## config.mk

```make
export PLATFORM = sky130hd
export DESIGN_NAME = memArbiter
export DESIGN_NICKNAME = d
export VERILOG_FILES = /design/src/rtl/mipsPkg.sv /design/src/rtl/memArbiter.sv
export SDC_FILE = /design/constraint.sdc
export NUM_CORES = 1
export LEC_CHECK = 0
export BUFFER_PORTS_ARGS = -buffer_cell sky130_fd_sc_hd__buf_2
export CORE_AREA = 5 5 98 100
export DETAILED_ROUTE_END_ITERATION = 8
export DIE_AREA = 0 0 103 105
export GPL_TIMING_DRIVEN = 0
export PLACE_DENSITY = 0.61
export SETUP_SLACK_MARGIN = 0.1
export SLEW_MARGIN = 15
export SYNTH_ARGS = -nofsm -noshare
export SYNTH_HDL_FRONTEND = slang
export SYNTH_SLANG_ARGS = --single-unit
```

## constraint.sdc

```tcl
create_clock -name clk -period 1 [get_ports clk]
set_clock_uncertainty 0.2 [all_clocks]
set_input_delay 0.15 -clock clk [delete_from_list [all_inputs] [get_ports clk]]
set_output_delay 0.15 -clock clk [all_outputs]
set_load 0.03 [all_outputs]
```

## src/rtl/mipsPkg.sv

```systemverilog
/* MIPS subset shared types: instruction encodings, ALU operations,
   control states and the memory request format */
`default_nettype none

package mipsPkg;

    // Data word as seen by registers, ALU and memory
    typedef logic [31:0] wordT;

    // Primary opcode field, bits 31:26 of the instruction
    typedef enum logic [5:0] {
        opRType = 6'h00,
        opBeq   = 6'h04,
        opAddi  = 6'h08,
        opLw    = 6'h23,
        opSw    = 6'h2B,
        // Not a MIPS opcode, reserved here to stop the core
        opHalt  = 6'h3F
    } opcodeT;

    // R-type function field, bits 5:0, standard MIPS values
    typedef enum logic [5:0] {
        fnAdd = 6'h20,
        fnSub = 6'h22,
        fnAnd = 6'h24,
        fnOr  = 6'h25,
        fnXor = 6'h26,
        fnNor = 6'h27,
        fnSlt = 6'h2A
    } functT;

    // Operation select for the ALU
    typedef enum logic [2:0] {
        aluAdd = 3'd0,
        aluSub = 3'd1,
        aluAnd = 3'd2,
        aluOr  = 3'd3,
        aluXor = 3'd4,
        aluNor = 3'd5,
        aluSlt = 3'd6
    } aluOpT;

    // Multi-cycle sequencer states
    typedef enum logic [2:0] {
        sIdle,
        sFetch,
        sDecode,
        sExecute,
        sMem,
        sWriteback,
        sHalted
    } coreStateT;

    // One memory request, 64 bits in all
    typedef struct packed {
        logic        valid;
        logic        we;
        logic [29:0] addr;   // Word address
        wordT        wdata;
    } memReqT;

endpackage

`default_nettype wire

```

## src/rtl/memArbiter.sv

```systemverilog
/* Fixed-priority memory arbiter for data, fetch and host requesters,
   one grant per cycle, and tracking of host read returns */
`timescale 1ns/1ns
`default_nettype none

module memArbiter (
    input  logic            clk,
    input  logic            arstN,
    input  mipsPkg::memReqT fetchReq,
    input  mipsPkg::memReqT dataReq,
    input  mipsPkg::memReqT hostReq,
    output logic            fetchAck,
    output logic            dataAck,
    output logic            hostAck,
    output mipsPkg::memReqT memReq,
    output logic            hostRdataValid
);

    logic grantData;
    logic grantFetch;
    logic grantHost;
    // Host owns the read data coming back next cycle
    logic hostRdOwner;

    // Data first, so a load or store never waits behind the next fetch
    assign grantData  = dataReq.valid;
    assign grantFetch = fetchReq.valid && !dataReq.valid;
    // Host only gets the cycles the core leaves free
    assign grantHost  = hostReq.valid && !dataReq.valid && !fetchReq.valid;

    // Ack in the same cycle the memory samples the request
    // Requester drops valid at that edge, so this is a single pulse
    assign dataAck  = grantData;
    assign fetchAck = grantFetch;
    assign hostAck  = grantHost;

    // Forward the winner, idle bus when nobody asks
    always_comb begin
        if (grantData) begin
            memReq = dataReq;
        end else if (grantFetch) begin
            memReq = fetchReq;
        end else if (grantHost) begin
            memReq = hostReq;
        end else begin
            memReq = '0;
        end
    end

    // Host writes return nothing, only reads mark the next cycle
    always_ff @(posedge clk or negedge arstN) begin
        if (!arstN) begin
            hostRdOwner <= 1'b0;
        end else begin
            hostRdOwner <= grantHost && !hostReq.we;
        end
    end

    assign hostRdataValid = hostRdOwner;

endmodule

`default_nettype wire

```

Yosys cells after proc, flatten, opt, wreduce, memory -nomap -nowiden
Index checks and enable logic that the tools add are counted.

Output and inout port bits: 68. Bits of input ports: 194. Flip-flop bits (word level): 1. Logic and storage cells: 11.

Muxes and demuxes: 3. Reduce and logical (&&, ||, !) cells: 7.

Operator list (count): 64-bit 2-to-1 mux (3); 1-bit logical AND (4); 1-bit zero test (3).

Longest topological paths before layout
Depth after elaboration: 6. Mapped depth: 4. Mapped depth without buffers: 2.

Worst setup path before layout
OpenSTA, ideal clock, no wires.

Kind: input to output. From: input fetchReq[63] in the netlist's numbering. To: output memReq[57] in the netlist's numbering. Required time: 650 ps. Data arrival time: 1039 ps. Path slack: -389 ps. Buffers on the path: 2. Stages: 4. Cell sequence: buf_6 > buf_6 > nand3b_1 > a21oi_1.

RTL lines: start, declared (RTL line memArbiter.sv:9) `input mipsPkg::memReqT fetchReq,`; end, declared (RTL line memArbiter.sv:15) `output mipsPkg::memReqT memReq,`.

==> out/results.ini <==
[synthesis]
synth.distinct_cells=10
synthAdderAreaFrac=0
synth_mux_area_frac=0
synth_xor_area_frac=0
synth_compound_gate_area_share=0.347
synth_top_family_by_area=simple AND/OR/NAND/NOR gates
synth_seq_cells=1
synth-simple-area-share=0.495
synthCells=293
syn_nets=487
netlist_area_um2=1820
synth_top_cell_by_area=a21oi_1
synth_top_area_share=0.347
ys_warn_count=0
avgSynthCellArea_um2=6.20
synth.area.top_cells=a21oi_1, nand3b_1, nor2b_1, buf_6, buf_2
ys_seq_area_frac=0.0138

[placement]
io_buffers=259
dpl_cell_area_um2=4040
gp_congestion=0.795
place_hpwl_um=8800

[sta]
rsz0062_at_grt=yes
fin_tns_setup_ns=-17.27
fin_crit_sh=1.32
worst_slew_pin_slew_ns=0.286
fmax_ghz=0.758
setup_slack_ns=-0.319
maxSlewHeadroom=0.809
holdWs_ns=0.147
finalCriticalPeriod_ns=1.32
drv_slew=0
hold_violations=0
finalSetupViolCount=66

[cells_and_area]
fin_util=0.581
fin_nets=760
seq_area_um2=25.0
drive_above_1_share=0.780
largest_register_ffs=1
final_area_um2=4990
syn2layout_area_growth_pct=175
multiInputGateArea_um2=2470
fillCellCount=820
num_antenna_cells=0

[route]
drtIter0Drc=86
routedWlPerCell_um=17.1
drc=0
first_pass_iters=4
via_count=3281
ant_nets=0
vias_per_cell=4.88
wl_um=11500

[grt]
use_met3=0.0453
grt_pass1_wl_um=17200
grt_use_met2=0.374
grt.overflow.total=0
grt_use_total=0.191
antenna_found_initial=0
grt.busiest_layer=met2
grt_util_met1=0.214
grt_max_degree=11
grt_pass1_vias=3539

[min_path]
min_to=hostRdataValid
hp-class=in -> reg
min_path_cells=2
min_from=hostReq[62]

[power_and_ir_drop]
p_per_area_nw_per_um2=572
leakagePower_nw=2.11
power_mw=2.86
vdd_ir_drop_max_mv=0.319

[worst_setup_path]
criticalPathCategory=in -> out
worstPathCellList=buf_6 -> buf_4 -> a21oi_1 -> a21oi_4 -> buf_6
crit_path_frequent_cell=buf_6
required_ns=0.65
worstPathArrival_ns=0.97
worstSetupStartpointType=primary input
critical-path-top-delay-family=buffers and inverters
critPathSlowestCell=a21oi_1
crit_path_max_incr_delay_ns=0.26
crit_buf_inv=3
critPathCaptureType=primary output
crit_fanout=10

[die]
core_um2=8590
dieArea_um2=10800
rows=34
boundaryPins=262
die_w_um=103
start_util=0.211
fp.dieH_um=105

[run]
drv_cap=0

[outcome]
violations=negative setup slack
status=complete, but fails checks

[cts]
path_clk_slew_ns=0

==> cells by family after synthesis <==
kind of cell | count (synthesis)
buffers and inverters | 36
DFF | 1
AOI/OAI and AO/OA | 126
and+or+nand+nor | 130
==> metal layers <==
metal / wire length, um / vias to the layer above
met3: 1130 / 4
met2: 6320 / 159
met5: 0 / -
met1: 4040 / 1533
met4: 38 / 0
li1: - / 1585
==> worst max-delay path by stage <==
stage | from | end | cells past startpoint
floorplan | fetchReq[63] | memReq[57] | 4
finish | dataReq[63] | memReq[46] | 5
CTS | hostReq[63] | memReq[56] | 7
global route | hostReq[63] | memReq[18] | 6
global placement | hostReq[63] | memReq[40] | 6
detailed placement | hostReq[63] | memReq[48] | 6
==> synth_stat cells, drive strengths merged <==
cell type,n
a21oi,126
buf,34
clkbuf,2
dfrtp,1
nand3b,63
nor2b,65
nor3b,1
or3,1
==> timing repair <==
action                                 4_1_cts  5_1_grt
hold buffers                                 1        0
pin swaps                                   52       27
gates cloned                                 4        3
endpoints found under the hold margin        1        0
setup endpoints to repair                   67       67
buffers inserted                             3        1
gates resized for setup                    182       49
==> through the flow <==
stage | setup slack (ns) | std cells
finish | -0.319 | 672
floorplan | -0.181 | 293
global placement | -0.474 | 660
global route | -0.353 | 672
CTS | -0.332 | 668
detailed placement | -0.499 | 660
==> area by class of cell <==
class,instances,share of cell area
Multi-Input combinational cell,256,0.495
Timing Repair Buffer,271,0.390
Buffer,36,0.0824
Tap cell,108,0.0271
Sequential cell,1,0.00501
==> cell usage in the layout (no fill, tap or decap) <==
cell type,count
a21oi_1,25
a21oi_2,41
a21oi_4,60
buf_12,3
buf_16,5
buf_2,195
buf_4,9
buf_6,77
buf_8,9
clkbuf_16,3
clkbuf_2,2
clkbuf_4,3
dfrtp_1,1
dlygate4sd3_1,1
nand3b_1,63
nor2b_1,34
nor2b_2,26
nor2b_4,5
nor3b_4,1
or3_4,1
==> where the power goes <==
part	internal (mW)	switching [mW]	total [mW]
registers	0.0422	0.000239	0.0425
clock network	0	0	0
logic	1.39	1.43	2.82
total	1.43	1.43	2.86
(Power assumes the default switching activity.)
