===== src/rtl/mipsPkg.sv =====
/* MIPS subset shared types: instruction encodings, ALU operations,
   control states and the memory request format */
`default_nettype none

package mipsPkg;

    // Data word as seen by registers, ALU and memory
    typedef logic [31:0] wordT;

    // Primary opcode field, bits 31:26 of the instruction
    typedef enum logic [5:0] {
        opRType = 6'h00,
        opBeq   = 6'h04,
        opAddi  = 6'h08,
        opLw    = 6'h23,
        opSw    = 6'h2B,
        // Not a MIPS opcode, reserved here to stop the core
        opHalt  = 6'h3F
    } opcodeT;

    // R-type function field, bits 5:0, standard MIPS values
    typedef enum logic [5:0] {
        fnAdd = 6'h20,
        fnSub = 6'h22,
        fnAnd = 6'h24,
        fnOr  = 6'h25,
        fnXor = 6'h26,
        fnNor = 6'h27,
        fnSlt = 6'h2A
    } functT;

    // Operation select for the ALU
    typedef enum logic [2:0] {
        aluAdd = 3'd0,
        aluSub = 3'd1,
        aluAnd = 3'd2,
        aluOr  = 3'd3,
        aluXor = 3'd4,
        aluNor = 3'd5,
        aluSlt = 3'd6
    } aluOpT;

    // Multi-cycle sequencer states
    typedef enum logic [2:0] {
        sIdle,
        sFetch,
        sDecode,
        sExecute,
        sMem,
        sWriteback,
        sHalted
    } coreStateT;

    // One memory request, 64 bits in all
    typedef struct packed {
        logic        valid;
        logic        we;
        logic [29:0] addr;   // Word address
        wordT        wdata;
    } memReqT;

endpackage

`default_nettype wire


===== src/rtl/regFile.sv =====
/* Thirty-two entry register file, two async read ports and one
   synchronous write port, register zero reads as zero */
`timescale 1ns/1ns
`default_nettype none

module regFile (
    input  logic          clk,
    input  logic          arstN,
    input  logic [4:0]    rdAddrA,
    input  logic [4:0]    rdAddrB,
    output mipsPkg::wordT rdDataA,
    output mipsPkg::wordT rdDataB,
    input  logic          wrEn,
    input  logic [4:0]    wrAddr,
    input  mipsPkg::wordT wrData
);
    import mipsPkg::*;

    // Register array, index fixed by the 5-bit ISA field
    wordT regs [32];

    // Write lands at the clock edge
    // Register zero is never written, so it stays at its reset value
    always_ff @(posedge clk or negedge arstN) begin
        if (!arstN) begin
            for (int i = 0; i < 32; i++) begin
                regs[i] <= '0;
            end
        end else if (wrEn && (wrAddr != 5'd0)) begin
            regs[wrAddr] <= wrData;
        end
    end

    // Combinational reads
    assign rdDataA = regs[rdAddrA];
    assign rdDataB = regs[rdAddrB];

endmodule

`default_nettype wire


===== config.mk =====
export PLATFORM = sky130hd
export DESIGN_NAME = regFile
export DESIGN_NICKNAME = d
export VERILOG_FILES = /design/src/rtl/mipsPkg.sv /design/src/rtl/regFile.sv
export SDC_FILE = /design/constraint.sdc
export NUM_CORES = 2
export LEC_CHECK = 0
export BUFFER_PORTS_ARGS = -buffer_cell sky130_fd_sc_hd__buf_4
export CAP_MARGIN = 40
export CORE_MARGIN = 2
export CORE_UTILIZATION = 55
export CTS_BUF_LIST = sky130_fd_sc_hd__clkbuf_16
export DETAILED_ROUTE_END_ITERATION = 6
export HOLD_SLACK_MARGIN = 0.06
export PLACE_DENSITY = 0.74
export SYNTH_ARGS = -nofsm -noshare
export SYNTH_HDL_FRONTEND = slang
export SYNTH_SLANG_ARGS = --single-unit

===== constraint.sdc =====
create_clock -name clk -period 1.9 [get_ports clk]
set_clock_uncertainty 0.15 [all_clocks]
set_input_delay 0.38 -clock clk [delete_from_list [all_inputs] [get_ports clk]]
set_output_delay 0.38 -clock clk [all_outputs]
set_load 0.02 [all_outputs]

* Word level (Yosys, flattened, before mapping)
Cells that the tools add are included.
W data, S select, Z words.
** Cells by class
- Order comparisons :: 4
- Add/subtract/negate cells :: 0
- Multiplexer cells :: 9
- Shifts and indexed selects :: 0
- Equal/unequal tests :: 0
- Multipliers :: 0
- Reductions and logical operators :: 3
- Divide/modulo/power cells :: 0
- Bitwise operators :: 3
** Operators by type and width (number)
- $bwmux W1024 :: 1
- $bmux W32 S5 :: 2
- $demux W32 S5 :: 1
- $mux W32 :: 5
- $ge A6 B6 Y1 const B :: 3
- $not A5 Y6 :: 3
- $lt A6 B1 Y1 const B :: 1
- $reduce_bool A5 Y1 :: 1
- $logic_and A1 B1 Y1 :: 2
** Word-level totals
- Bits in latches :: 0
- Word-level logic and storage cells :: 51
- Bits in registers :: 1024
- Input bits :: 50
- Memories :: 0
- ROM bits :: 0
- RAM bits :: 0

* Depth between registers and ports, before layout
- Word-level depth :: 6
- Depth in mapped cells :: 8
- Depth with buffers taken out :: 5

* Least setup slack after synthesis
No wires, ideal clock.
- Path kind :: in2out
- From :: input port rdAddrA[1]
- To :: output port rdDataA[11]
- Setup slack :: -0.324 ns
- Required time :: 1.370 ns
- Data arrival time :: 1.694 ns
- Cell stages on the path :: 8
- Cells stage by stage :: buf_2 > buf_4 > buf_2 > buf_2 > mux2i_1 > nand2_1 > a31oi_1 > nand3_1
** Between the ends
- Longest elaborated chain between the ends :: 4
** RTL lines
- from (decl) :: line regFile.sv:9 : input logic [4:0] rdAddrA,
- $not A5 Y6 (not written as such) :: line regFile.sv:35 : assign rdDataA = regs[rdAddrA];
- $bmux W32 S5 :: line regFile.sv:35
- $mux W32 (not written as such) (2 in a row) :: line regFile.sv:35
- to (decl) :: line regFile.sv:11 : output mipsPkg::wordT rdDataA,
Every way passes these cells. The select of a mux whose other input is x is not followed.

* Worst setup path in the final report
- From :: register regs[826] in the netlist's numbering
- To :: output port rdDataA[26]
** Between the ends
- Longest elaborated chain between the ends :: 3
** RTL lines
- from (decl) :: line regFile.sv:20 : wordT regs [32];
- from (signal, indexed assignment) :: line regFile.sv:30 : regs[wrAddr] <= wrData;
- $bmux W32 S5 :: line regFile.sv:35
- $mux W32 (not written as such) (2 in a row) :: line regFile.sv:35
Every way passes these cells. The select of a mux whose other input is x is not followed.

==> results.py <==
metrics = {
    "outcome": {
        "status": "finished, violations left",
        "violations": "negative setup slack",
    },
    "floorplan": {
        "initial_core_util": 0.557,
        "die_h_um": 323,
        "core_um2": 100000,
        "ios": 114,
        "die-area_um2": 104000,
        "rows": 116,
        "die_w_um": 323,
    },
    "final_layout": {
        "reg.largest.list": "regs: 1024 flops",
        "final_nets": 4974,
        "fillers": 7120,
        "syn2layout_area_growth_pct": 20.9,
        "final_cell_area_um2": 67600,
        "layout_commonest_cell": "dfrtp_1",
        "drive_above_1_share": 0.392,
        "top_register": "regs",
        "final_util": 0.673,
        "seqCellArea_um2": 25600,
        "final_cell_mix": "dfrtp_1, mux2i_1, mux2_2",
        "multi_input_area_um2": 29000,
        "fin_cells": 6368,
        "largest_reg_flops": 1024,
    },
    "routing": {
        "wl_per_cell_um": 27.6,
        "drt_iter0_drc": 3975,
        "ant_nets": 0,
        "via_count": 41361,
        "wirelength_um": 176000,
        "drc": 0,
        "via_per_inst": 6.50,
        "drt-pass1-iter-count": 5,
    },
    "yosys": {
        "syn-num-nets": 4651,
        "synth_top_family_by_area": "multiplexers",
        "synth_compound_area_frac": 0.0701,
        "synth_area_um2": 55900,
        "synth-seq-cells": 1024,
        "synth_warnings": 0,
        "synthMuxAreaShare": 0.383,
        "synth-simple-area-share": 0.0439,
        "synth_xor_area_frac": 0,
        "syn_area_per_cell_um2": 12.2,
        "yosys.area_share.adder": 0,
        "synth_cells": 4601,
        "netlist-cell-type-count": 28,
        "seq_area_frac_synth": 0.458,
    },
    "clock_network": {
        "clockBufferDepth": 3,
        "clock_latency_ns": 0.68,
        "cts.sinks": 1024,
        "cts_buffers": 106,
        "root_buffer": "clkbuf_16",
        "cts_tree": "built",
        "clk_pin_slew_ns": 0.06,
        "htreeDepth": 3,
    },
    "timing": {
        "worstMarginPinSlew_ns": 0.661,
        "rsz0062_at_grt": "true",
        "timing.final.ws_setup_ns": -0.844,
        "relSlewSlack": 0.559,
        "finalSetupViolations": 64,
        "slew_violations": 0,
        "hold_viol": 0,
        "hold_ws_ns": 0.223,
        "fin_crit_sh": 1.44,
        "fmax_mhz": 364,
        "post-route-min-period_ns": 2.74,
    },
    "setup_path": {
        "crit_path_end_kind": "output port",
        "criticalPathCategory": "register to output port",
        "arrival_ns": 2.21,
        "crit_fanout": 3,
        "critPathLaunchType": "register",
        "critical_path.max_stage_delay_ns": 0.40,
        "cp_num_buf_inv": 1,
        "crit_path_cell_trace": "mux2i_1 -> a22o_1 -> nor3_1 -> a31oi_1 -> nand3_2 -> buf_6",
        "critPathSlowestCell": "dfrtp_1",
        "cpLargestDelayFamily": "flip-flops",
        "cp.required_ns": 1.37,
    },
    "global_route": {
        "grt_max_degree": 113,
        "antenna_found_initial": 7,
        "grt_overflow": 0,
        "grt_pass1_vias": 42171,
        "track_usage": 0.332,
        "grt_pass1_wl_um": 263000,
    },
    "flow_run": {
        "max_cap_viol_count": 0,
    },
    "placement": {
        "pre_cts_slack_ns": -0.767,
        "dp_hpwl_um": 112000,
        "place_inst": 6108,
        "post_dp_cell_area_um2": 62500,
        "port_buffers": 113,
        "gp_congestion": 0.866,
    },
    "power": {
        "powerDensity_nw_per_um2": 945,
        "ir_worst_vdd_mv": 0.767,
        "p_leak_nw": 32.2,
    },
    "worst_hold_path": {
        "hp-class": "primary input to register",
    },
}
cells by family (layout without fill, tap and decap cells):
logic type | count (synthesis) | after routing
muxes | 2016 | 2016
DFF | 1024 | 1024
AOI/OAI and AO/OA | 576 | 576
and+or+nand+nor | 512 | 512
buffers and inverters | 473 | 881
other | 0 | 2
worst paths after layout:
kind                            startpoint           to  slack, ns  cells past startpoint
worst max-delay path             regs[826]  rdDataA[26]      -0.84                      6
worst min-delay path             wrAddr[1]    regs[865]       0.22                      4
worst max register to register   regs[936]    regs[936]       0.72                      3
worst min register to register  regs[1014]   regs[1014]       0.25                      0
max in group asynchronous            arstN    regs[130]       0.63                      3
min in group asynchronous            arstN    regs[770]       0.23                      3
timing repair:
| action | 4_1_cts | 5_1_grt |
|---|---|---|
| setup buffers | 15 | 24 |
| cloned | 2 | 2 |
| setup endpoints to repair | 64 | 64 |
| resized for setup | 164 | 52 |
| hold buffers | 34 | 0 |
| hold endpoints to repair | 1799 | 0 |
| pin swaps | 113 | 93 |
routing by layer:
layer | part of all wire | global-route usage | up-vias
met4 | 0.049 | 0.162 | 8
met3 | 0.083 | 0.0662 | 522
met2 | 0.46 | 0.516 | 1821
li1 | - | - | 17646
met5 | 0.00028 | 0 | -
met1 | 0.41 | 0.446 | 21364
per-stage QoR:
stage                     power (mW)  setup TNS [ns]
after CTS                       63.6          -43.26
after floorplan                 38.0           -5.83
after global placement          42.1         -116.62
after detailed placement        42.8         -131.48
after global routing            66.5          -46.13
final                           63.9          -42.54
layout make-up:
class | instances | share of cell area
clock inverters | 84 | 0.00890
flip-flops and latches | 1024 | 0.379
diodes | 2 | 0.0000740
clock buffers | 109 | 0.0403
multi-input cells | 3104 | 0.429
well taps | 1357 | 0.0251
repair buffers | 688 | 0.117
report_power, final:
| group | switching, mW | leakage, nW | total, mW | internal [mW] |
|---|---|---|---|---|
| registers | 3.33 | 13.1 | 29.3 | 26.0 |
| logic | 6.60 | 17.4 | 14.3 | 7.68 |
| clock network | 9.02 | 1.70 | 20.3 | 11.3 |
synthesized netlist by cell type:
master    count  area (um2)
dfrtp_1    1024       25600
mux2i_1    1024       10200
mux2_2      953       10700
clkbuf_1    224         841
nand2_1     210         788
nand3_1     194         971
a21oi_1     192         961
a22oi_1     192        1440
a22o_1      128        1120
buf_2       111         556
nor3_1       65         325
a31oi_1      64         400
buf_4        64         480
buf_6        48         541
mux2_1       39         439
buf_1        26        97.6
nor2_4       16         180
nand2b_1      4        25.0
nand3b_1      4        30.0
nor2b_1       4        25.0
nor2_1        3        11.3
nor3b_2       3        37.5
or2_2         3        18.8
and2_1        2        12.5
and3_1        1        6.26
and3b_1       1        8.76
nor3b_1       1        7.51
or3b_4        1        11.3
tightest hold or removal path: stages:
cell and delay (ns):
buf_4 0.11, nor3b_1 0.09, nand2_2 0.23, mux2_2 0.21
No activity file was read; power rests on OpenSTA's default activity.
