File: src/rtl/mipsPkg.sv
/* MIPS subset shared types: instruction encodings, ALU operations,
   control states and the memory request format */
`default_nettype none

package mipsPkg;

    // Data word as seen by registers, ALU and memory
    typedef logic [31:0] wordT;

    // Primary opcode field, bits 31:26 of the instruction
    typedef enum logic [5:0] {
        opRType = 6'h00,
        opBeq   = 6'h04,
        opAddi  = 6'h08,
        opLw    = 6'h23,
        opSw    = 6'h2B,
        // Not a MIPS opcode, reserved here to stop the core
        opHalt  = 6'h3F
    } opcodeT;

    // R-type function field, bits 5:0, standard MIPS values
    typedef enum logic [5:0] {
        fnAdd = 6'h20,
        fnSub = 6'h22,
        fnAnd = 6'h24,
        fnOr  = 6'h25,
        fnXor = 6'h26,
        fnNor = 6'h27,
        fnSlt = 6'h2A
    } functT;

    // Operation select for the ALU
    typedef enum logic [2:0] {
        aluAdd = 3'd0,
        aluSub = 3'd1,
        aluAnd = 3'd2,
        aluOr  = 3'd3,
        aluXor = 3'd4,
        aluNor = 3'd5,
        aluSlt = 3'd6
    } aluOpT;

    // Multi-cycle sequencer states
    typedef enum logic [2:0] {
        sIdle,
        sFetch,
        sDecode,
        sExecute,
        sMem,
        sWriteback,
        sHalted
    } coreStateT;

    // One memory request, 64 bits in all
    typedef struct packed {
        logic        valid;
        logic        we;
        logic [29:0] addr;   // Word address
        wordT        wdata;
    } memReqT;

endpackage

`default_nettype wire

File: src/rtl/alu.sv
/* 32-bit combinational ALU with add, sub, logic ops and signed
   set-less-than, plus a zero flag for branch compares */
`timescale 1ns/1ns
`default_nettype none

module alu (
    input  mipsPkg::wordT  a,
    input  mipsPkg::wordT  b,
    input  mipsPkg::aluOpT op,
    output mipsPkg::wordT  y,
    output logic           zero
);
    import mipsPkg::*;

    // Difference shared by sub and by the branch compare
    wordT diff;
    // Signed compare result for slt
    logic lessThan;

    assign diff = a - b;

    // Signed compare, negative operands order below positive ones
    assign lessThan = $signed(a) < $signed(b);

    always_comb begin
        case (op)
            // Arithmetic group
            aluAdd: y = a + b;
            aluSub: y = diff;

            // Logic group
            aluAnd: y = a & b;
            aluOr:  y = a | b;
            aluXor: y = a ^ b;
            aluNor: y = ~(a | b);

            // Only bit 0 carries the compare result
            aluSlt: y = {31'b0, lessThan};

            // Unused encoding
            default: y = '0;
        endcase
    end

    // Zero flag, high for an all-zero result
    // beq runs sub through here, so zero means equal operands
    assign zero = ~|y;

endmodule

`default_nettype wire

File: config.mk
export PLATFORM = sky130hd
export DESIGN_NAME = alu
export DESIGN_NICKNAME = d
export VERILOG_FILES = /design/src/rtl/mipsPkg.sv /design/src/rtl/alu.sv
export SDC_FILE = /design/constraint.sdc
export NUM_CORES = 1
export LEC_CHECK = 0
export BUFFER_PORTS_ARGS = -buffer_cell sky130_fd_sc_hd__buf_2
export CAP_MARGIN = 20
export CORE_ASPECT_RATIO = 0.9
export CORE_MARGIN = 2
export CORE_UTILIZATION = 30
export DETAILED_ROUTE_END_ITERATION = 10
export PLACE_DENSITY = 0.47
export SLEW_MARGIN = 25
export SYNTH_ARGS = -nofsm -noshare
export SYNTH_HDL_FRONTEND = slang
export SYNTH_SLANG_ARGS = --single-unit
File: constraint.sdc
create_clock -name vclk -period 4
set_input_delay 0.2 -clock vclk [all_inputs]
set_output_delay 0.2 -clock vclk [all_outputs]
set_load 0.02 [all_outputs]
Word-level counts from Yosys, hierarchy flattened
Index checks and enable logic that the tools add are counted.
{ "classes": {"multipliers": 0, "n_mux": 1, "n_addsub": 2, "shifts": 0, "n_reduce_logical": 3, "bitwise": 4, "n_lt_le_gt_ge": 1, "div_mod_pow": 0, "n_eq_ne": 6} }
{ "ops": {"columns": ["cell", "count"], "rows": [
  ["$pmux 32 s7", 1],
  ["$add 32x32->32", 1],
  ["$and 32x32->32", 1],
  ["$lt 32x32->1", 1],
  ["$not 32->32", 1],
  ["$or 32x32->32", 1],
  ["$reduce_or 32->1", 1],
  ["$sub 32x32->32", 1],
  ["$xor 32x32->32", 1],
  ["$eq 3x3->1 const B", 3],
  ["$eq 3x2->1 const B", 2],
  ["$eq 3x1->1 const B", 1],
  ["$logic_not 3->1", 1],
  ["$logic_not 1->1", 1]
]} }
{ "totals": {"latch_bits": 0, "rom_bits": 0, "regBits": 0, "word_cells": 17, "inputBits": 67, "ramBits": 0, "out_inout_bits": 33, "memories": 0} }

Longest topological paths before layout
Gate-level depths: netlist of the first run.
{ "depth": {"depth_word": 5, "ltp_mapped": 15, "ltp_nobuf": 14} }

Least setup slack after synthesis of the first run
OpenSTA, ideal clock, no wires.
{ "synth_path": {"path_kind": "input to output", "startpoint": "input port b[12]", "endpoint": "output port zero", "arrival_ps": 3561, "required_ps": 3800, "n_path_buf": 1, "path_stages": 14, "slack_ps": 239, "path_cell_list": "inv_1 ha_1 buf_4 nor2_4 a2111oi_4 o311ai_1 o21ai_2 nor3_1 or4_4 a31oi_1 mux2i_1 o221ai_1 or4_1 nor4_2"} }
{ "synth_via": {"elab_cells_between_ends": 10, "classes_between": "add/sub: 2; order compare: 1; mux: 1; bitwise: 4; reduce/logical: 2"} }
{ "synth_rtl": {"columns": ["item", "line", "source"], "rows": [
  ["from (decl)", "alu.sv:8", "input mipsPkg::wordT b,"],
  ["$sub 32x32->32 or $add 32x32->32 (tied branches)", "alu.sv:20, alu.sv:28", null],
  ["$pmux 32 s7 (*)", "alu.sv:26", "case (op)"],
  ["named net y[30]", "alu.sv:10", "output mipsPkg::wordT y,"],
  ["$reduce_or 32->1 (*)", "alu.sv:47", "assign zero = ~|y;"],
  ["$logic_not 1->1 (*)", "alu.sv:47", null],
  ["to (decl)", "alu.sv:11", "output logic zero"]
]} }
Mark *: on every way through the listed nets, which the timed path passes. The rest lies on a longest branch.

Worst setup path after layout of the first run
{ "layout_path": {"startpoint": "input port a[13]", "endpoint": "output port zero"} }
{ "layout_via": {"elab_chain_len": 5, "elab_cells_between_ends": 10, "classes_between": "add/sub: 2; order compare: 1; mux: 1; bitwise: 4; reduce/logical: 2"} }
{ "layout_lines": {"columns": ["item", "line", "source"], "rows": [
  ["from (decl)", "alu.sv:7", "input mipsPkg::wordT a,"],
  ["branches (longest 2 deep; another with $sub 32x32->32)", null, null],
  ["$pmux 32 s7 (*)", "alu.sv:26", null],
  ["$reduce_or 32->1 (*)", "alu.sv:47", null],
  ["$logic_not 1->1 (*)", "alu.sv:47", null]
]} }
Mark *: on every way between the ends.

==> qor.yml, run 1 <==
placed_design:
  io_buffers: 100
  place_congestion: 0.9555
  dpl.hpwl_um: 20170
layout:
  n_antenna_cell: 0
  area_growth_pct: 24.49
  seq_cell_count: 0
  nClkBuffers: 0
  regArea_um2: 0
  utilization: 0.3829
  finish.net_count: 1257
  drive_above_1_share: 0.2417
routing:
  drt_iter0_drc: 776
  drcViolationCount: 0
  first_pass_iters: 5
  ant_nets: 0
  wl_per_cell_um: 18.51
  totalWireLength_um: 24710
  via_per_inst: 5.712
  vias: 7626
logic_synthesis:
  syn_inst: 947
  synth_cell_types: 84
  yosysSeqAreaShare: 0
  synth.avg_cell_area_um2: 6.511
  netlist_area_um2: 6166
  synth_fp_nets: 1122
  yosys_warnings: 0
worst_setup_path:
  worstPathRequired_ps: 3800
  crit_type: "input port to output port"
  crit_arrival_ps: 3720
  crit_slowest_cell: "or4_4"
  critPathLaunchType: "input port"
  critical_path.cell_chain: "buf_2, inv_1, ha_1, and2_1, nand3_1, nor2b_1, o41ai_2, o211a_4, nand4b_1, a31oi_1, nor4_2, o2111ai_1, or4_4, nor4_4, buf_4"
  cp_top_family: "simple AND/OR/NAND/NOR gates"
  max_stage_delay_ps: 540
  critPathBufInv: 3
  worst_setup_path_end_kind: "output port"
  cp_max_fo: 7
sta:
  timing.fmax_mhz: 255.4
  drv_slew: 0
  slew_headroom: 0.3575
  period_minus_slack_ps: 3915
  period_share: 0.9788
  final.setup.tns_ps: 0
  fin_hold_ws_ps: 1084
  setup_viol: 0
  worst_pin_slew_ps: 960.2
  hold_violations: 0
floorplanning:
  num_rows: 49
  fp.dieArea_um2: 21720
  start_util: 0.3076
  core_area_um2: 20050
  die_w_um: 155.1
  num_io_pins: 100
  fp.dieH_um: 140.0
worst_hold_path:
  hold_path_class: "input port to output port"
  hold_end: "y[3]"
  min_delay_path_depth: 5
  hold_start: "op[2]"
global_route:
  antenna_found_initial: 0
  grt_pass1_vias: 6896
  grt_pass1_wl_um: 38000
  overflow: 0
  grt_max_degree: 29
  grt_util_all_layers: 0.2142
job:
  maxCapViolations: 0
power:
  power.ir.vdd_worst_v: 0.00006962
  p_per_area_nw_per_um2: 164.4
  leakage_uw: 0.003609
status:
  status: "complete, no violations"
clock_network:
  hold_buffers: 0
==> layer usage <==
layer | vias up | wire, µm | track usage
li1 | 3730 | - | -
met1 | 3580 | 12190 | 0.3307
met2 | 289 | 10440 | 0.3296
met3 | 27 | 1736 | 0.01887
met4 | 0 | 339 | 0.02339
met5 | - | 0 | 0
==> power breakdown <==
group / switching (µW) / leakage, µW / internal (µW) / total, µW
clock network: 0 / 0 / 0 / 0
registers: 0 / 0 / 0 / 0
logic: 759 / 0.00361 / 503 / 1260
==> cell families (layout without fill, tap and decap cells) <==
kind of cell	after synthesis	count (layout)	synth area share
compound gates	362	362	0.3979
simple gates	296	296	0.2413
buf+inv	159	292	0.1039
fa+ha+maj	108	108	0.2216
mux	15	15	0.02537
xor+xnor	7	7	0.009943
==> worst min-delay path, stage by stage <==
cell,delay (ps)
buf_2,180
a31oi_1,100
nand3_1,80
o22ai_1,130
buf_2,190
==> cell type report <==
| type | count | area (µm²) |
|---|---|---|
| fill | 2161 | 12370 |
| multi-input combinational | 788 | 5723 |
| timing repair buffer | 196 | 1274 |
| inverter | 96 | 360.3 |
| tap | 255 | 319.1 |
==> synth_stat cells, types with 12 or more instances <==
cell type,instances,share of area
o22ai_1,16,0.016
ha_1,106,0.22
o31ai_1,18,0.022
a211oi_1,25,0.030
buf_2,15,0.012
nand2b_1,20,0.020
nor3_1,23,0.019
nand2_1,60,0.037
inv_1,96,0.058
nor4_1,15,0.015
nor2_1,96,0.058
a21oi_1,101,0.082
a21boi_0,12,0.015
clkbuf_1,36,0.022
a21o_1,20,0.024
o21ai_0,53,0.043
nand3_1,16,0.013
==> worst max-delay path by stage <==
stage | start | end | slack (ps) | cells past startpoint
2_1_floorplan | b[12] | zero | 240 | 14
3_3_place_gp | a[0] | zero | -60 | 16
3_5_place_dp | a[0] | zero | -110 | 15
4_1_cts | a[3] | zero | 6 | 15
5_1_grt | a[9] | zero | -30 | 15
6_report | a[13] | zero | 80 | 15
==> repair_timing <==
item | in CTS | in global routing
setup endpoints to repair | 1 | 1
pin swaps | 1 | 12
buffers inserted | 0 | 4
gates resized for setup | 5 | 32
hold endpoints to repair | 0 | 0
==> placed cells by master, fill, tap and decap left out, types with 12 or more instances in the layout <==
master    count
buf_4        93
a211oi_1     23
nor3_1       19
o22ai_1      16
o31ai_1      16
o21ai_0      52
buf_2        99
ha_1        101
a21o_1       20
a21boi_0     12
nand2_1      60
a21oi_1      99
nand3_1      16
inv_1        96
nand2b_1     20
nor4_1       13
nor2_1       94
==> through the flow <==
stage          power (µW)  setup WS (ps)  cell area, µm²  instances
6_report             1262          84.85            7676       1335
5_1_grt              1370         -25.70            7676       1335
4_1_cts              1205          5.790            7475       1331
3_5_place_dp         1194         -107.2            7451       1331
3_3_place_gp         1199         -56.79            7451       1331
2_1_floorplan       750.7          239.2            6166        947
Note: power is estimated with default switching activity, not from simulation.
==> run 2: changes to the inputs <==
RECOVER_POWER = 100   (was not set)
==> run 2 against run 1 <==
Against the previous run:
- count of clock-buffer cells in the layout did not move
- critical path type unchanged
- total power shrank 0.19%
- via count is 0.69% higher
- die area unchanged
- worst setup slack gained 4.0 ps
- sequential share of layout area unchanged
- largest cell class unchanged
==> qor.yml, run 2 (synthesized netlist as in run 1, its figures left out) <==
routing:
  drcViolationCount: 0
  first_pass_iters: 5
  ant_nets: 0
  vias: 7679
  wl_per_cell_um: 18.51
  via_per_inst: 5.752
  totalWireLength_um: 24720
  drt_iter0_drc: 772
global_route:
  grt_max_degree: 29
  grt_util_all_layers: 0.2142
  antenna_found_initial: 0
  grt_pass1_vias: 6896
  overflow: 0
  grt_pass1_wl_um: 38000
clock_network:
  hold_buffers: 0
layout:
  drive_above_1_share: 0.2361
  final_cells: 1335
  layout_commonest_cell: "ha_1"
  nClkBuffers: 0
  final_cell_mix: "ha_1 (101), a21oi_1 (99), inv_1 (96)"
  finish.net_count: 1257
  design_area_um2: 7669
  seq_cell_count: 0
  n_antenna_cell: 0
  regArea_um2: 0
  area_growth_pct: 24.37
floorplanning:
  num_rows: 49
  fp.dieH_um: 140.0
  core_area_um2: 20050
  start_util: 0.3076
  fp.dieArea_um2: 21720
  num_io_pins: 100
  die_w_um: 155.1
sta:
  slew_headroom: 0.3434
  period_minus_slack_ps: 3911
  period_share: 0.9778
  hold_violations: 0
  worst_pin_slew_ps: 981.3
  timing.fmax_mhz: 255.7
  final.setup.tns_ps: 0
  drv_slew: 0
  setup_viol: 0
placed_design:
  dpl.hpwl_um: 20170
  place_congestion: 0.9555
  placed_cell_area_um2: 7451
  dpl.cell_count: 1331
  io_buffers: 100
worst_setup_path:
  crit_arrival_ps: 3710
  crit_type: "input port to output port"
  cp_top_family: "simple AND/OR/NAND/NOR gates"
  critPathLaunchType: "input port"
  worst_setup_path_end_kind: "output port"
  critical_path.cell_chain: "buf_2, inv_1, ha_1, buf_12, nor4_2, o21ai_1, or3_4, a311oi_4, o32ai_1, a221oi_1, o21a_1, o211ai_1, or4_4, nor4_4, buf_4"
  worstPathRequired_ps: 3800
  max_stage_delay_ps: 460
  crit_slowest_cell: "or4_4"
  critPathBufInv: 4
  cp_max_fo: 15
power:
  power.ir.vdd_worst_v: 0.00006691
  p_clk_frac: 0
  switchingPower_uw: 759.0
  p_total_uw: 1259
  combPwrFrac: 1.000
  p_per_area_nw_per_um2: 164.2
  pwr-share-seq: 0
  p_int_uw: 500.3
  leakage_uw: 0.003590
  switching_share: 0.6027
worst_hold_path:
  hold_path_class: "input port to output port"
job:
  maxCapViolations: 0
status:
  status: "complete, no violations"
-- run 2: path summary, 6_finish.rpt --
path,from,endpoint,slack (ps),cells past startpoint
worst max-delay path,a[9],zero,90,15
worst min-delay path,op[2],y[3],1100,5
-- run 2: per-stage QoR --
stage	setup slack, ps	hold slack [ps]	util
6_report	88.82	1096	0.3825
3_5_place_dp	-107.2	1065	0.3717
3_3_place_gp	-56.79	1083	0.3717
5_1_grt	-25.70	1123	0.3825
4_1_cts	5.790	1063	0.3728
2_1_floorplan	239.2	708.5	-
-- run 2: layout make-up --
| cell class | instances | area (µm²) |
|---|---|---|
| Inverter | 96 | 360.3 |
| Tap cell | 255 | 319.1 |
| Multi-Input combinational cell | 788 | 5723 |
| Fill cell | 2162 | 12380 |
| Timing Repair Buffer | 196 | 1266 |
-- run 2: metal layers --
metal | vias up | part of all wire | global-route usage
li1 | 3727 | - | -
met1 | 3593 | 0.49 | 0.3307
met2 | 329 | 0.42 | 0.3296
met3 | 30 | 0.077 | 0.01887
met4 | 0 | 0.015 | 0.02339
met5 | - | 0 | 0
-- run 2: tightest hold or removal path: stages --
cell      delay (ps)
buf_2            180
a31oi_1          100
nand3_1           80
o22ai_1          130
clkbuf_1         200
-- run 2: power by group through the flow --
stage               Sequential (µW)  Combinational, µW  Clock [µW]
CTS                               0               1200           0
global placement                  0               1200           0
detailed placement                0               1190           0
floorplan                         0                751           0
global route                      0               1370           0
finish                            0               1260           0
-- run 2: timing repair --
| item | 4_1_cts | 5_1_grt |
|---|---|---|
| buffers inserted | 0 | 4 |
| resized for setup | 5 | 32 |
| pin swaps | 1 | 12 |
| endpoints found under the setup margin | 1 | 1 |
