## src/rtl/mipsPkg.sv

```systemverilog
/* MIPS subset shared types: instruction encodings, ALU operations,
   control states and the memory request format */
`default_nettype none

package mipsPkg;

    // Data word as seen by registers, ALU and memory
    typedef logic [31:0] wordT;

    // Primary opcode field, bits 31:26 of the instruction
    typedef enum logic [5:0] {
        opRType = 6'h00,
        opBeq   = 6'h04,
        opAddi  = 6'h08,
        opLw    = 6'h23,
        opSw    = 6'h2B,
        // Not a MIPS opcode, reserved here to stop the core
        opHalt  = 6'h3F
    } opcodeT;

    // R-type function field, bits 5:0, standard MIPS values
    typedef enum logic [5:0] {
        fnAdd = 6'h20,
        fnSub = 6'h22,
        fnAnd = 6'h24,
        fnOr  = 6'h25,
        fnXor = 6'h26,
        fnNor = 6'h27,
        fnSlt = 6'h2A
    } functT;

    // Operation select for the ALU
    typedef enum logic [2:0] {
        aluAdd = 3'd0,
        aluSub = 3'd1,
        aluAnd = 3'd2,
        aluOr  = 3'd3,
        aluXor = 3'd4,
        aluNor = 3'd5,
        aluSlt = 3'd6
    } aluOpT;

    // Multi-cycle sequencer states
    typedef enum logic [2:0] {
        sIdle,
        sFetch,
        sDecode,
        sExecute,
        sMem,
        sWriteback,
        sHalted
    } coreStateT;

    // One memory request, 64 bits in all
    typedef struct packed {
        logic        valid;
        logic        we;
        logic [29:0] addr;   // Word address
        wordT        wdata;
    } memReqT;

endpackage

`default_nettype wire

```

## src/rtl/coreCtrl.sv

```systemverilog
/* Multi-cycle MIPS subset controller: PC, instruction register, decode,
   ALU operand select, register writeback and memory requests */
`timescale 1ns/1ns
`default_nettype none

module coreCtrl #(
    parameter int MEMORY_WORDS = 256
) (
    input  logic            clk,
    input  logic            arstN,
    input  logic            start,
    output logic            halted,
    output mipsPkg::memReqT fetchReq,
    input  logic            fetchAck,
    output mipsPkg::memReqT dataReq,
    input  logic            dataAck,
    input  mipsPkg::wordT   memRdata,
    output logic [4:0]      rdAddrA,
    output logic [4:0]      rdAddrB,
    input  mipsPkg::wordT   rdDataA,
    input  mipsPkg::wordT   rdDataB,
    output logic            wrEn,
    output logic [4:0]      wrAddr,
    output mipsPkg::wordT   wrData,
    output mipsPkg::wordT   aluA,
    output mipsPkg::wordT   aluB,
    output mipsPkg::aluOpT  aluOp,
    input  mipsPkg::wordT   aluY,
    input  logic            aluZero
);
    import mipsPkg::*;

    coreStateT   state;
    // Word-addressed PC, already points past the instruction after decode
    logic [29:0] pc;
    logic [29:0] pcPlus1;
    logic [29:0] brTarget;
    wordT        ir;
    wordT        aluOut;
    wordT        immExt;
    opcodeT      opcode;
    functT       funct;
    logic        fetchValid;
    // Memory read granted last cycle, data is on memRdata now
    logic        rdPend;

    // Instruction fields
    assign opcode  = opcodeT'(ir[31:26]);
    assign funct   = functT'(ir[5:0]);
    assign immExt  = {{16{ir[15]}}, ir[15:0]};
    assign rdAddrA = ir[25:21];
    assign rdAddrB = ir[20:16];

    // PC arithmetic wraps at the memory depth
    assign pcPlus1  = (pc + 30'd1) % 30'(MEMORY_WORDS);
    // Offset in words, counted from the already incremented PC
    assign brTarget = (pc + immExt[29:0]) % 30'(MEMORY_WORDS);

    // ALU operation from opcode and function field
    always_comb begin
        aluOp = aluAdd;
        if (opcode == opBeq) begin
            aluOp = aluSub;
        end else if (opcode == opRType) begin
            case (funct)
                fnAdd:   aluOp = aluAdd;
                fnSub:   aluOp = aluSub;
                fnAnd:   aluOp = aluAnd;
                fnOr:    aluOp = aluOr;
                fnXor:   aluOp = aluXor;
                fnNor:   aluOp = aluNor;
                fnSlt:   aluOp = aluSlt;
                default: aluOp = aluAdd;
            endcase
        end
    end

    // rt is a source for R-type and beq, otherwise the immediate goes in
    assign aluA = rdDataA;
    assign aluB = (opcode == opRType || opcode == opBeq) ? rdDataB : immExt;

    // Writeback from the ALU, or straight from memory as a load returns
    assign wrEn   = (state == sWriteback) || (state == sMem && rdPend);
    assign wrAddr = (opcode == opRType) ? ir[15:11] : ir[20:16];
    assign wrData = (state == sMem) ? memRdata : aluOut;

    // Fetch always reads the word at the PC
    assign fetchReq = '{valid: fetchValid, we: 1'b0, addr: pc, wdata: '0};

    always_ff @(posedge clk or negedge arstN) begin
        if (!arstN) begin
            state      <= sIdle;
            pc         <= '0;
            fetchValid <= 1'b0;
            rdPend     <= 1'b0;
            dataReq    <= '0;
            halted     <= 1'b0;
        end else begin
            case (state)
                // Start restarts the program from word 0
                sIdle, sHalted: begin
                    if (start) begin
                        pc         <= '0;
                        fetchValid <= 1'b1;
                        halted     <= 1'b0;
                        state      <= sFetch;
                    end
                end
                // Hold the request until granted, then wait one cycle for data
                sFetch: begin
                    if (fetchAck) begin
                        fetchValid <= 1'b0;
                        rdPend     <= 1'b1;
                    end
                    if (rdPend) begin
                        rdPend <= 1'b0;
                        state  <= sDecode;
                    end
                end
                sDecode: begin
                    pc <= pcPlus1;
                    if (opcode == opHalt) begin
                        halted <= 1'b1;
                        state  <= sHalted;
                    end else begin
                        state <= sExecute;
                    end
                end
                sExecute: begin
                    case (opcode)
                        opRType, opAddi: state <= sWriteback;
                        // Byte address from base plus offset, word select in bits 31:2
                        opLw, opSw: begin
                            dataReq <= '{valid: 1'b1, we: (opcode == opSw),
                                         addr: aluY[31:2], wdata: rdDataB};
                            state   <= sMem;
                        end
                        opBeq: begin
                            if (aluZero) begin
                                pc <= brTarget;
                            end
                            fetchValid <= 1'b1;
                            state      <= sFetch;
                        end
                        // Unknown opcodes fall through as no-ops
                        default: begin
                            fetchValid <= 1'b1;
                            state      <= sFetch;
                        end
                    endcase
                end
                sMem: begin
                    if (dataAck) begin
                        dataReq.valid <= 1'b0;
                        if (dataReq.we) begin
                            fetchValid <= 1'b1;
                            state      <= sFetch;
                        end else begin
                            rdPend <= 1'b1;
                        end
                    end
                    // Load data written to rt this cycle
                    if (rdPend) begin
                        rdPend     <= 1'b0;
                        fetchValid <= 1'b1;
                        state      <= sFetch;
                    end
                end
                sWriteback: begin
                    fetchValid <= 1'b1;
                    state      <= sFetch;
                end
                default: state <= sIdle;
            endcase
        end
    end

    // Instruction and ALU result holding registers
    always_ff @(posedge clk) begin
        if (state == sFetch && rdPend) begin
            ir <= memRdata;
        end
        if (state == sExecute) begin
            aluOut <= aluY;
        end
    end

endmodule

`default_nettype wire

```

## config.mk

```make
export PLATFORM = sky130hd
export DESIGN_NAME = coreCtrl
export DESIGN_NICKNAME = d
export VERILOG_FILES = /design/src/rtl/mipsPkg.sv /design/src/rtl/coreCtrl.sv
export SDC_FILE = /design/constraint.sdc
export NUM_CORES = 1
export LEC_CHECK = 0
export ABC_AREA = 1
export BUFFER_PORTS_ARGS = -buffer_cell sky130_fd_sc_hd__buf_2
export CAP_MARGIN = 20
export CORE_AREA = 2 2 148 150
export CTS_CLUSTER_SIZE = 12
export DETAILED_ROUTE_END_ITERATION = 6
export DIE_AREA = 0 0 150 152
export PLACE_DENSITY = 0.67
export SLEW_MARGIN = 0
export SYNTH_ARGS = -nofsm -noshare
export SYNTH_HDL_FRONTEND = slang
export SYNTH_SLANG_ARGS = --single-unit
```

## constraint.sdc

```tcl
create_clock -name clk -period 2.8 [get_ports clk]
set_input_delay 0.28 -clock clk [delete_from_list [all_inputs] [get_ports clk]]
set_output_delay 0.28 -clock clk [all_outputs]
set_load 0.02 [all_outputs]
```

# After elaboration in Yosys (flattened, before gate mapping)
# Index checks and enable logic that the tools add are counted.
# Widths: inputs -> output; s select.
[classes]
addsub = 2
eq_ne = 28
n_mux = 37
reduce_logical = 21
[op_table]
columns = ["op", "count"]
rows = [
  ["$mux 30", 3],
  ["$pmux 30 s3", 1],
  ["$mux 32", 2],
  ["$mux 64", 1],
  ["$eq 6x6->1 const B", 9],
  ["$pmux 3 s6", 2],
  ["$mux 3", 8],
  ["$ne 2x2->1 const B", 8],
  ["$mux 1", 14],
  ["$eq 3x3->1 const B", 3],
  ["$add 8x1->8 const B", 1],
  ["$add 8x8->8", 1],
  ["$reduce_and 4->1", 2],
  ["$eq 3x2->1 const B", 2],
  ["$eq 6x3->1 const B", 1],
  ["$eq 6x4->1 const B", 1],
  ["$logic_not 6->1", 1],
  ["$ne 3x3->1 const B", 2],
  ["$pmux 1 s2", 3],
  ["$pmux 3 s2", 1],
  ["$reduce_and 3->1", 2],
  ["$reduce_and 6->1", 1],
  ["$reduce_bool 2->1", 3],
  ["$reduce_or 2->1", 3],
  ["other kinds (11)", 13],
]
[word_totals]
ff_bits = 164
inputBits = 134
output_inout_bits = 244

# Depth between registers and ports, before layout
# Gate-level depths: netlist of the first run.
[depth]
depth_word = 4
mapped_depth = 13
ltp_nobuf = 13

# Least setup slack after synthesis of the first run
# No wires, ideal clock.
[synth_path]
path_kind = "register to register"
startpoint = "register state[2]"
endpoint = "register ir[0] (enable)"
setup_ps = 421
arrival_ps = 2123
t_required_ps = 2379
setup_slack_ps = 256
path_stages_with_launch = 5
n_path_buf = 1
synth_period_minus_slack_ps = 2544
path_cell_list = "dfrtp_1 -> clkbuf_2 -> inv_1 -> nand3_1 -> nor2_1"
[synth_between]
elab_chain_len = 2
[synth_lines]
columns = ["item", "line_no", "rtl"]
rows = [
  ["from (decl)", "coreCtrl.sv:33", "coreStateT state;"],
  ["from (signal assigned)", "coreCtrl.sv:92", "state <= sIdle;"],
  ["from (signal assigned)", "coreCtrl.sv:106", "state <= sFetch;"],
  ["from (signal assigned)", "coreCtrl.sv:117", "state <= sDecode;"],
  ["$eq 3x1->1", "coreCtrl.sv:180", "if (state == sFetch && rdPend) begin"],
  ["$logic_and 1x1->1", "coreCtrl.sv:180", ""],
  ["to (signal assigned)", "coreCtrl.sv:181", "ir <= memRdata;"],
  ["to (decl)", "coreCtrl.sv:38", "wordT ir;"],
]
# No other way between the ends.
# A chain may end at the register's enable or synchronous reset.

# Worst setup path after layout of the first run
[layout_path]
startpoint = "register ir[26]"
endpoint = "output port aluB[30]"
[layout_between]
elab_chain_len = 3
[layout_lines]
columns = ["item", "line_no", "rtl"]
rows = [
  ["$eq 6x3->1 / $logic_not 6->1 (equally long branches)", "coreCtrl.sv:80", "assign aluB = (opcode == opRType || opcode == opBeq) ? rdDataB : immExt;"],
  ["$logic_or 1x1->1 (*)", "coreCtrl.sv:80", ""],
  ["$mux 32 (*)", "coreCtrl.sv:80", ""],
  ["to (decl)", "coreCtrl.sv:26", "output mipsPkg::wordT aluB,"],
]
# Mark *: on every way between the ends. The rest lies on a longest branch, timed or not.

==> results of run 1 <==
## flip-flops by register name, indices dropped and copies added (netlist names)
register and flops:
aluOut 32, dataReq 64, fetchValid 1, halted 1
ir 32, pc 8, rdPend 1, state 3
## how the worst min path moves through the flow
stage / to / slack [ps] / depth (start not counted)
after CTS: aluOut[1] / 30 / 1
final: aluOut[1] / 50 / 1
after global routing: aluOut[1] / 30 / 1
after floorplan: dataReq[0] / -20 / 0
after detailed placement: dataReq[37] / 450 / 2
after global placement: dataReq[5] / 450 / 2
## metal layers
metal  track usage  vias to the layer above  share of wire
li1              -                     2881              -
met1        0.2449                     2797           0.43
met2        0.2940                      268           0.48
met3       0.04625                       41          0.069
met4       0.06873                        0          0.023
met5             0                        -              0
## final cells by class
type                    instances  area, um2
diodes                          1      2.502
inverters                      59      222.7
flip-flops and latches        142       3874
multi-input cells             538       2369
clock inverters                15      145.1
fillers                      2184      12560
repair buffers                268       1404
well taps                     280      350.3
clock buffers                  17      425.4
## report_power, final
part	internal (uW)	switching (uW)	leakage (uW)
Combinational	970	2210	0.00277
Clock	1190	1030	0.000284
Sequential	2870	338	0.00142
Total	5030	3570	0.00448
## through the flow
stage,total power (uW),area (um2),util,setup slack (ps),cells
floorplan,5395,7357,-,256.1,866
global placement,6380,8179,0.3831,665.1,1285
detailed placement,6445,8179,0.3831,604.6,1285
CTS,8688,8750,0.4098,153.1,1317
global route,9137,8792,0.4118,12.26,1320
finish,8601,8792,0.4118,297.9,1320
## synthesized netlist by cell type, types with 2 or more instances
master | instances | area [um2]
edfxtp_1 | 64 | 1922
buf_4 | 98 | 735.7
inv_1 | 55 | 206.5
nand3_1 | 62 | 310.3
nor2_2 | 2 | 12.51
o21ai_0 | 49 | 245.2
nand3b_1 | 4 | 30.03
nor2_1 | 26 | 97.59
buf_2 | 13 | 65.06
xnor2_1 | 2 | 17.52
nand2_2 | 2 | 12.51
inv_2 | 2 | 7.510
nand2_1 | 291 | 1092
a21oi_1 | 6 | 30.03
buf_6 | 6 | 67.56
dfrtp_1 | 78 | 1952
ha_1 | 7 | 87.58
nand4_1 | 7 | 43.79
o21ai_2 | 4 | 35.03
clkbuf_1 | 9 | 33.78
o21ai_1 | 16 | 80.08
## repair_timing
action / in CTS / in global routing
gates resized for setup: 0 / 1
hold buffers: 0 / 1
endpoints found under the setup margin: 0 / 2
endpoints found under the hold margin: 0 / 33
## kinds of logic after synthesis
kind of cell,Yosys count,share of synthesized area
other,1,0.0005242
and+or+nand+nor,396,0.2260
adders and majority gates,8,0.01504
AOI/OAI and AO/OA,76,0.05544
buffers and inverters,186,0.1579
xor gates and xnor gates,3,0.003673
DFF,142,0.5414
==> key figures, run 1 <==
STA
  – Final Slew Violations: 0
  – Worst relative slew slack: 0.5956
  – Hold slack: between 40 and 50 ps
  – Setup Skew: around 12 ps
  – FMAX: 0.3997 GHz
  – Slew @ Worst Pin: 605.8 ps
  – Final setup TNS: 0 ps
  – Final setup violation count: 0
  – Min Tclk post-route: 2502 ps
  – Hold Vio Cnt, Final: 0
  – RSZ-0062 raised after global routing: false
  – Period utilisation layout: 0.8936

Route
  – Vias per inst: 4.536
  – WL final: 20910 um
  – Antenna Nets Post-Route: 0
  – Residual DRC: 0
  – Initial DRC count: 448
  – DR pass1 iterations: 5
  – DR vias: 5987
  – Wire per inst: 15.84 um

Clocking
  – TritonCTS Sinks: 142
  – TritonCTS Buffers: 17
  – CTS tree: done
  – Reg clk slew, reported paths: approximately 70 ps
  – CTS root buf: clkbuf_16
  – Clk_lat worst skew: 420 ps
  – Max H-tree Level: 4
  – Max Buffers Root-to-Sink: 2
  – Postcts setup bufs: 0

Global route
  – Vias in the first global route: 5738
  – GRT Residual Overflow: 0
  – Largest net degree at the start of global routing: 79
  – Total GRT Usage: 0.1854
  – Initial antenna violation count: 1
  – First-pass GRT wire length: 32420 um

Finish
  – Synth-to-Final Area Change: 22.89%
  – Most frequent cells in the layout: 291 x nand2_1, 257 x buf_2, 78 x dfrtp_1, 64 x edfxtp_1, 62 x nand3_1
  – Number of nets in the layout: between 1000 and 1500
  – Most common cell after layout, fill and taps aside: nand2_1
  – Share of cells above drive strength 1: 0.3022

Critical path
  – CP endpoint kind: output port
  – Crit-path slowest cell: edfxtp_1
  – Most used cell, CP: nand2_1
  – Worst R2R End: dataReq[21]
  – R2r startpoint: state[0]
  – CP arrival: 2220 ps
  – Critical path endpoint: aluB[30]
  – Max incr delay on CP: 420 ps
  – R2R cell count: 9
  – Worst Setup SP: ir[26]
  – Worst Path Class, Setup: reg2out
  – Worst EP required: 2520 ps
  – CP top delay family: simple AND/OR/NAND/NOR gates
  – Register-to-register setup slack: 590 ps
  – Critical path depth: 7
  – Bufs and invs on worst path: 2
  – CP startpoint kind: flip-flop
  – Worst-path cell chain: nor2_1 > nand2_1 > nor2_2 > inv_2 > nand2_1 > o21ai_0 > buf_2
  – CP Max Fanout: 28

Job
  – Max-cap violations: 0

Floorplanning
  – IO Pins: 378
  – Die Height: 152 um
  – Initial Util: 0.3351
  – Row cnt: between 50 and 60
  – Die ar.: approximately 23000 um2
  – Die outline width: around 150 um
  – Core box area: 21350 um2

Synthesis
  – Mapped Cells: approximately 800
  – Yosys Warn Count: 0
  – Post-synth design cell area: ~7200 um2
  – Top FF cell, synth: dfrtp_1
  – Ys async rst share: 0.5493
  – Post-synth EDFFs: 64
  – Synth unique cells: 30
  – Avg Cell Area, Syn: around 8.8 um2
  – Seq/Total Area, Yosys: 0.5414
  – Yosys reg bits: 142

Power
  – Static Leak: 0.004476 uW
  – Pwr/cell area: 978.2 nW/um2
  – Maximum vdd drop: approximately 0.47 mV

Place
  – I/O Buffers: 258
  – Dpl hpwl: 15760 um
  – RePlAce Congestion: 0.8599

Worst hold path
  – Hold wc startpoint: aluY[1]
  – Hold Crit Class: in2reg

Run status
  – Status: finished clean
(Power assumes the default switching activity.)
==> run 2: changes to the inputs <==
ABC_AREA = not set   (was 1)
PLACE_DENSITY = 0.66   (was 0.67)
SETUP_SLACK_MARGIN = 0.15   (was not set)
==> run 2 against run 1 <==
  * Clock skew shrank 2.3 ps
  * Combinational power grew 12%
  * Non-clock buffer count grew 10
  * Largest power group is now combinational cells
  * Worst hold slack lost 0.58 ps
  * Global-route usage shrank 2.7 points
  * Flip-flop and latch count is the same
  * Worst setup slack lost 150 ps
  * Critical endpoint is now aluOp[2]
  * Die area is the same
  * Wire length shrank 13%
  * Synthesized cell count shrank 36%
  * Via count shrank 19%
  * Largest cell class unchanged
==> key figures, run 2 <==
Finish
  – Share of cells above drive strength 1: 0.4511
  – Synth-to-Final Area Change: 26.56%
  – Top reg by flops: dataReq
  – Largest register FFs: 64
  – Most common cell after layout, fill and taps aside: buf_2
  – Ant diodes: 0
  – Number of nets in the layout: 896
  – Finished Layout Cells: 1047
  – Most frequent cells in the layout: 252 x buf_2, 87 x mux2_1, 78 x dfrtp_1, 64 x edfxtp_1, 55 x conb_1
  – Top Registers: dataReq x64, aluOut x32, ir x32
  – Post-route cell area: 8889 um2

Route
  – DR vias: 4837
  – DR pass1 iterations: 5
  – Wire per inst: 17.30 um
  – Residual DRC: 0
  – Antenna Nets Post-Route: 0
  – Initial DRC count: 196
  – WL final: around 18000 um
  – Vias per inst: 4.620

STA
  – Final Slew Violations: 0
  – Worst relative slew slack: 0.5059
  – Slew @ Worst Pin: 738.7 ps
  – FMAX: 0.3765 GHz
  – Final setup TNS: 0 ps
  – Setup Skew: 9.943 ps
  – Period utilisation layout: 0.9486
  – RSZ-0062 raised after global routing: true
  – Hold Vio Cnt, Final: 0
  – Min Tclk post-route: 2656 ps
  – Final setup violation count: 0

Floorplanning
  – Core box area: 21350 um2
  – IO Pins: 378
  – Die Height: 152 um
  – Die outline width: 150 um
  – Initial Util: 0.3289
  – Die ar.: 22800 um2
  – Row cnt: 54

Synthesis
  – Yosys top cell area share: 0.2779
  – Count leader, synth: buf_4
  – Synth unique cells: 51
  – Yosys reg bits: 142
  – Top FF cell, synth: dfrtp_1
  – Post-synth EDFFs: 64
  – Seq/Total Area, Yosys: 0.5516
  – Avg Cell Area, Syn: 13.48 um2
  – Post-synth design cell area: 7023 um2
  – Yosys Warn Count: 0
  – Area contributors post-synth: dfrtp_1 28%, edfxtp_1 27%, mux2_1 14%
  – Synth cell count leaders: 99 x buf_4, 87 x mux2_1, 78 x dfrtp_1
  – Mapped Cells: ~520
  – Ys async rst share: 0.5493
  – Area leader, netlist: dfrtp_1

Global route
  – GRT Residual Overflow: 0
  – Busiest grt layer: met2
  – Met3 Use GR: 0.05045
  – Total GRT Usage: 0.1583
  – Vias in the first global route: slightly below 5000
  – First-pass GRT wire length: 27540 um
  – Grt met2 use: 0.2642
  – Initial antenna violation count: 0
  – Largest net degree at the start of global routing: between 40 and 50
  – Met1 Use GR: 0.1950

Power
  – Pwr/cell area: 1025 nW/um2
  – Maximum vdd drop: 0.4527 mV
  – Static Leak: 0.004119 uW

Place
  – Dpl cells: 1009
  – RePlAce Congestion: 0.8042
  – Dpl hpwl: 13760 um
  – Post-DP Area: around 8200 um2
  – I/O Buffers: 258

Clocking
  – Reg clk slew, reported paths: 70 ps
  – TritonCTS Buffers: 17
  – Max H-tree Level: 4
  – Clk_lat worst skew: ~410 ps
  – Max Buffers Root-to-Sink: 2
  – CTS root buf: clkbuf_16
  – TritonCTS Sinks: 142
  – CTS tree: done

Worst hold path
  – Hold Crit Class: in2reg

Critical path
  – CP startpoint kind: flip-flop
  – Worst EP required: approximately 2500 ps
  – CP Max Fanout: 7
  – Worst Path Class, Setup: reg2out
  – CP endpoint kind: output port
  – CP arrival: 2380 ps

Run status
  – Status: finished clean

Job
  – Max-cap violations: 0
## run 2: cell types whose count changed in the layout (fill, tap and decap cells not counted), sizes merged, moves of 8 or more
| cell | before | now |
|---|---|---|
| o21ai | 69 | 10 |
| inv | 67 | 8 |
| a21o | 0 | 18 |
| and2 | 0 | 9 |
| mux2 | 0 | 115 |
| buf | 267 | 276 |
| nand2 | 293 | 16 |
| nand3 | 62 | 2 |
| nor2 | 29 | 7 |
| a22o | 0 | 8 |
## run 2: logic make-up (layout without fill, tap and decap cells)
group           after synthesis  in the layout  share of synthesized area
compound gates               66             66                    0.06628
xor+xnor                      6              6                   0.007483
fa+ha+maj                     8              8                    0.01532
buf+inv                     122            314                     0.1217
flops                       142            142                     0.5516
mux                         116            116                     0.1885
other cells                   1             55                  0.0005340
simple gates                 60             60                    0.04864
## run 2: where the power goes
part	internal (uW)	switching, uW
combinational	1340	2220
sequential	3030	409
clock	1210	901
## run 2: per-stage QoR
step / hold WS, ps / power (uW) / setup slack, ps / util
finish: 46.11 / 9113 / 143.9 / 0.4163
global route: 9.781 / 9646 / 69.78 / 0.4163
CTS: 15.21 / 9214 / 102.5 / 0.4128
detailed placement: 314.8 / 7028 / 297.2 / 0.3846
global placement: 308.6 / 6968 / 348.3 / 0.3846
floorplan: -15.59 / 5813 / 313.0 / -
## run 2: what timing repair did
item	in CTS	in global routing
cloned	0	1
gates resized for setup	10	7
endpoints found under the hold margin	39	0
setup buffers	1	3
endpoints found under the setup margin	12	45
hold buffers	1	0
pin swaps	0	1
## run 2: critical path, stage by stage, from the launching register on
cell,delay [ps]
edfxtp_1,400
or4_4,580
or3_4,470
nor4b_2,320
buf_2,210
## run 2: final timing paths
check,start,endpoint,slack (ps),cells past startpoint
min in group asynchronous,arstN,dataReq[4],410,2
max in group asynchronous,arstN,dataReq[28],1750,3
min reg2reg,dataReq[25],dataReq[25],480,1
max reg2reg,state[0],pc[7],470,9
min,aluY[0],aluOut[0],50,1
max,ir[26],aluOp[2],140,4
## run 2: layer usage
layer | routed length [um] | vias to the layer above
met2 | 8954 | 233
li1 | - | 2207
met5 | 0 | -
met3 | 1467 | 20
met4 | 253 | 0
met1 | 7432 | 2377
## run 2: area by class of cell
class | instances | area (um2)
clock buffer | 20 | 467.9
clock inverter | 12 | 83.83
fill | 2081 | 12460
inverter | 4 | 15.01
multi-input combinational | 311 | 2527
sequential | 142 | 3874
tap | 280 | 350.3
timing repair buffer | 278 | 1570
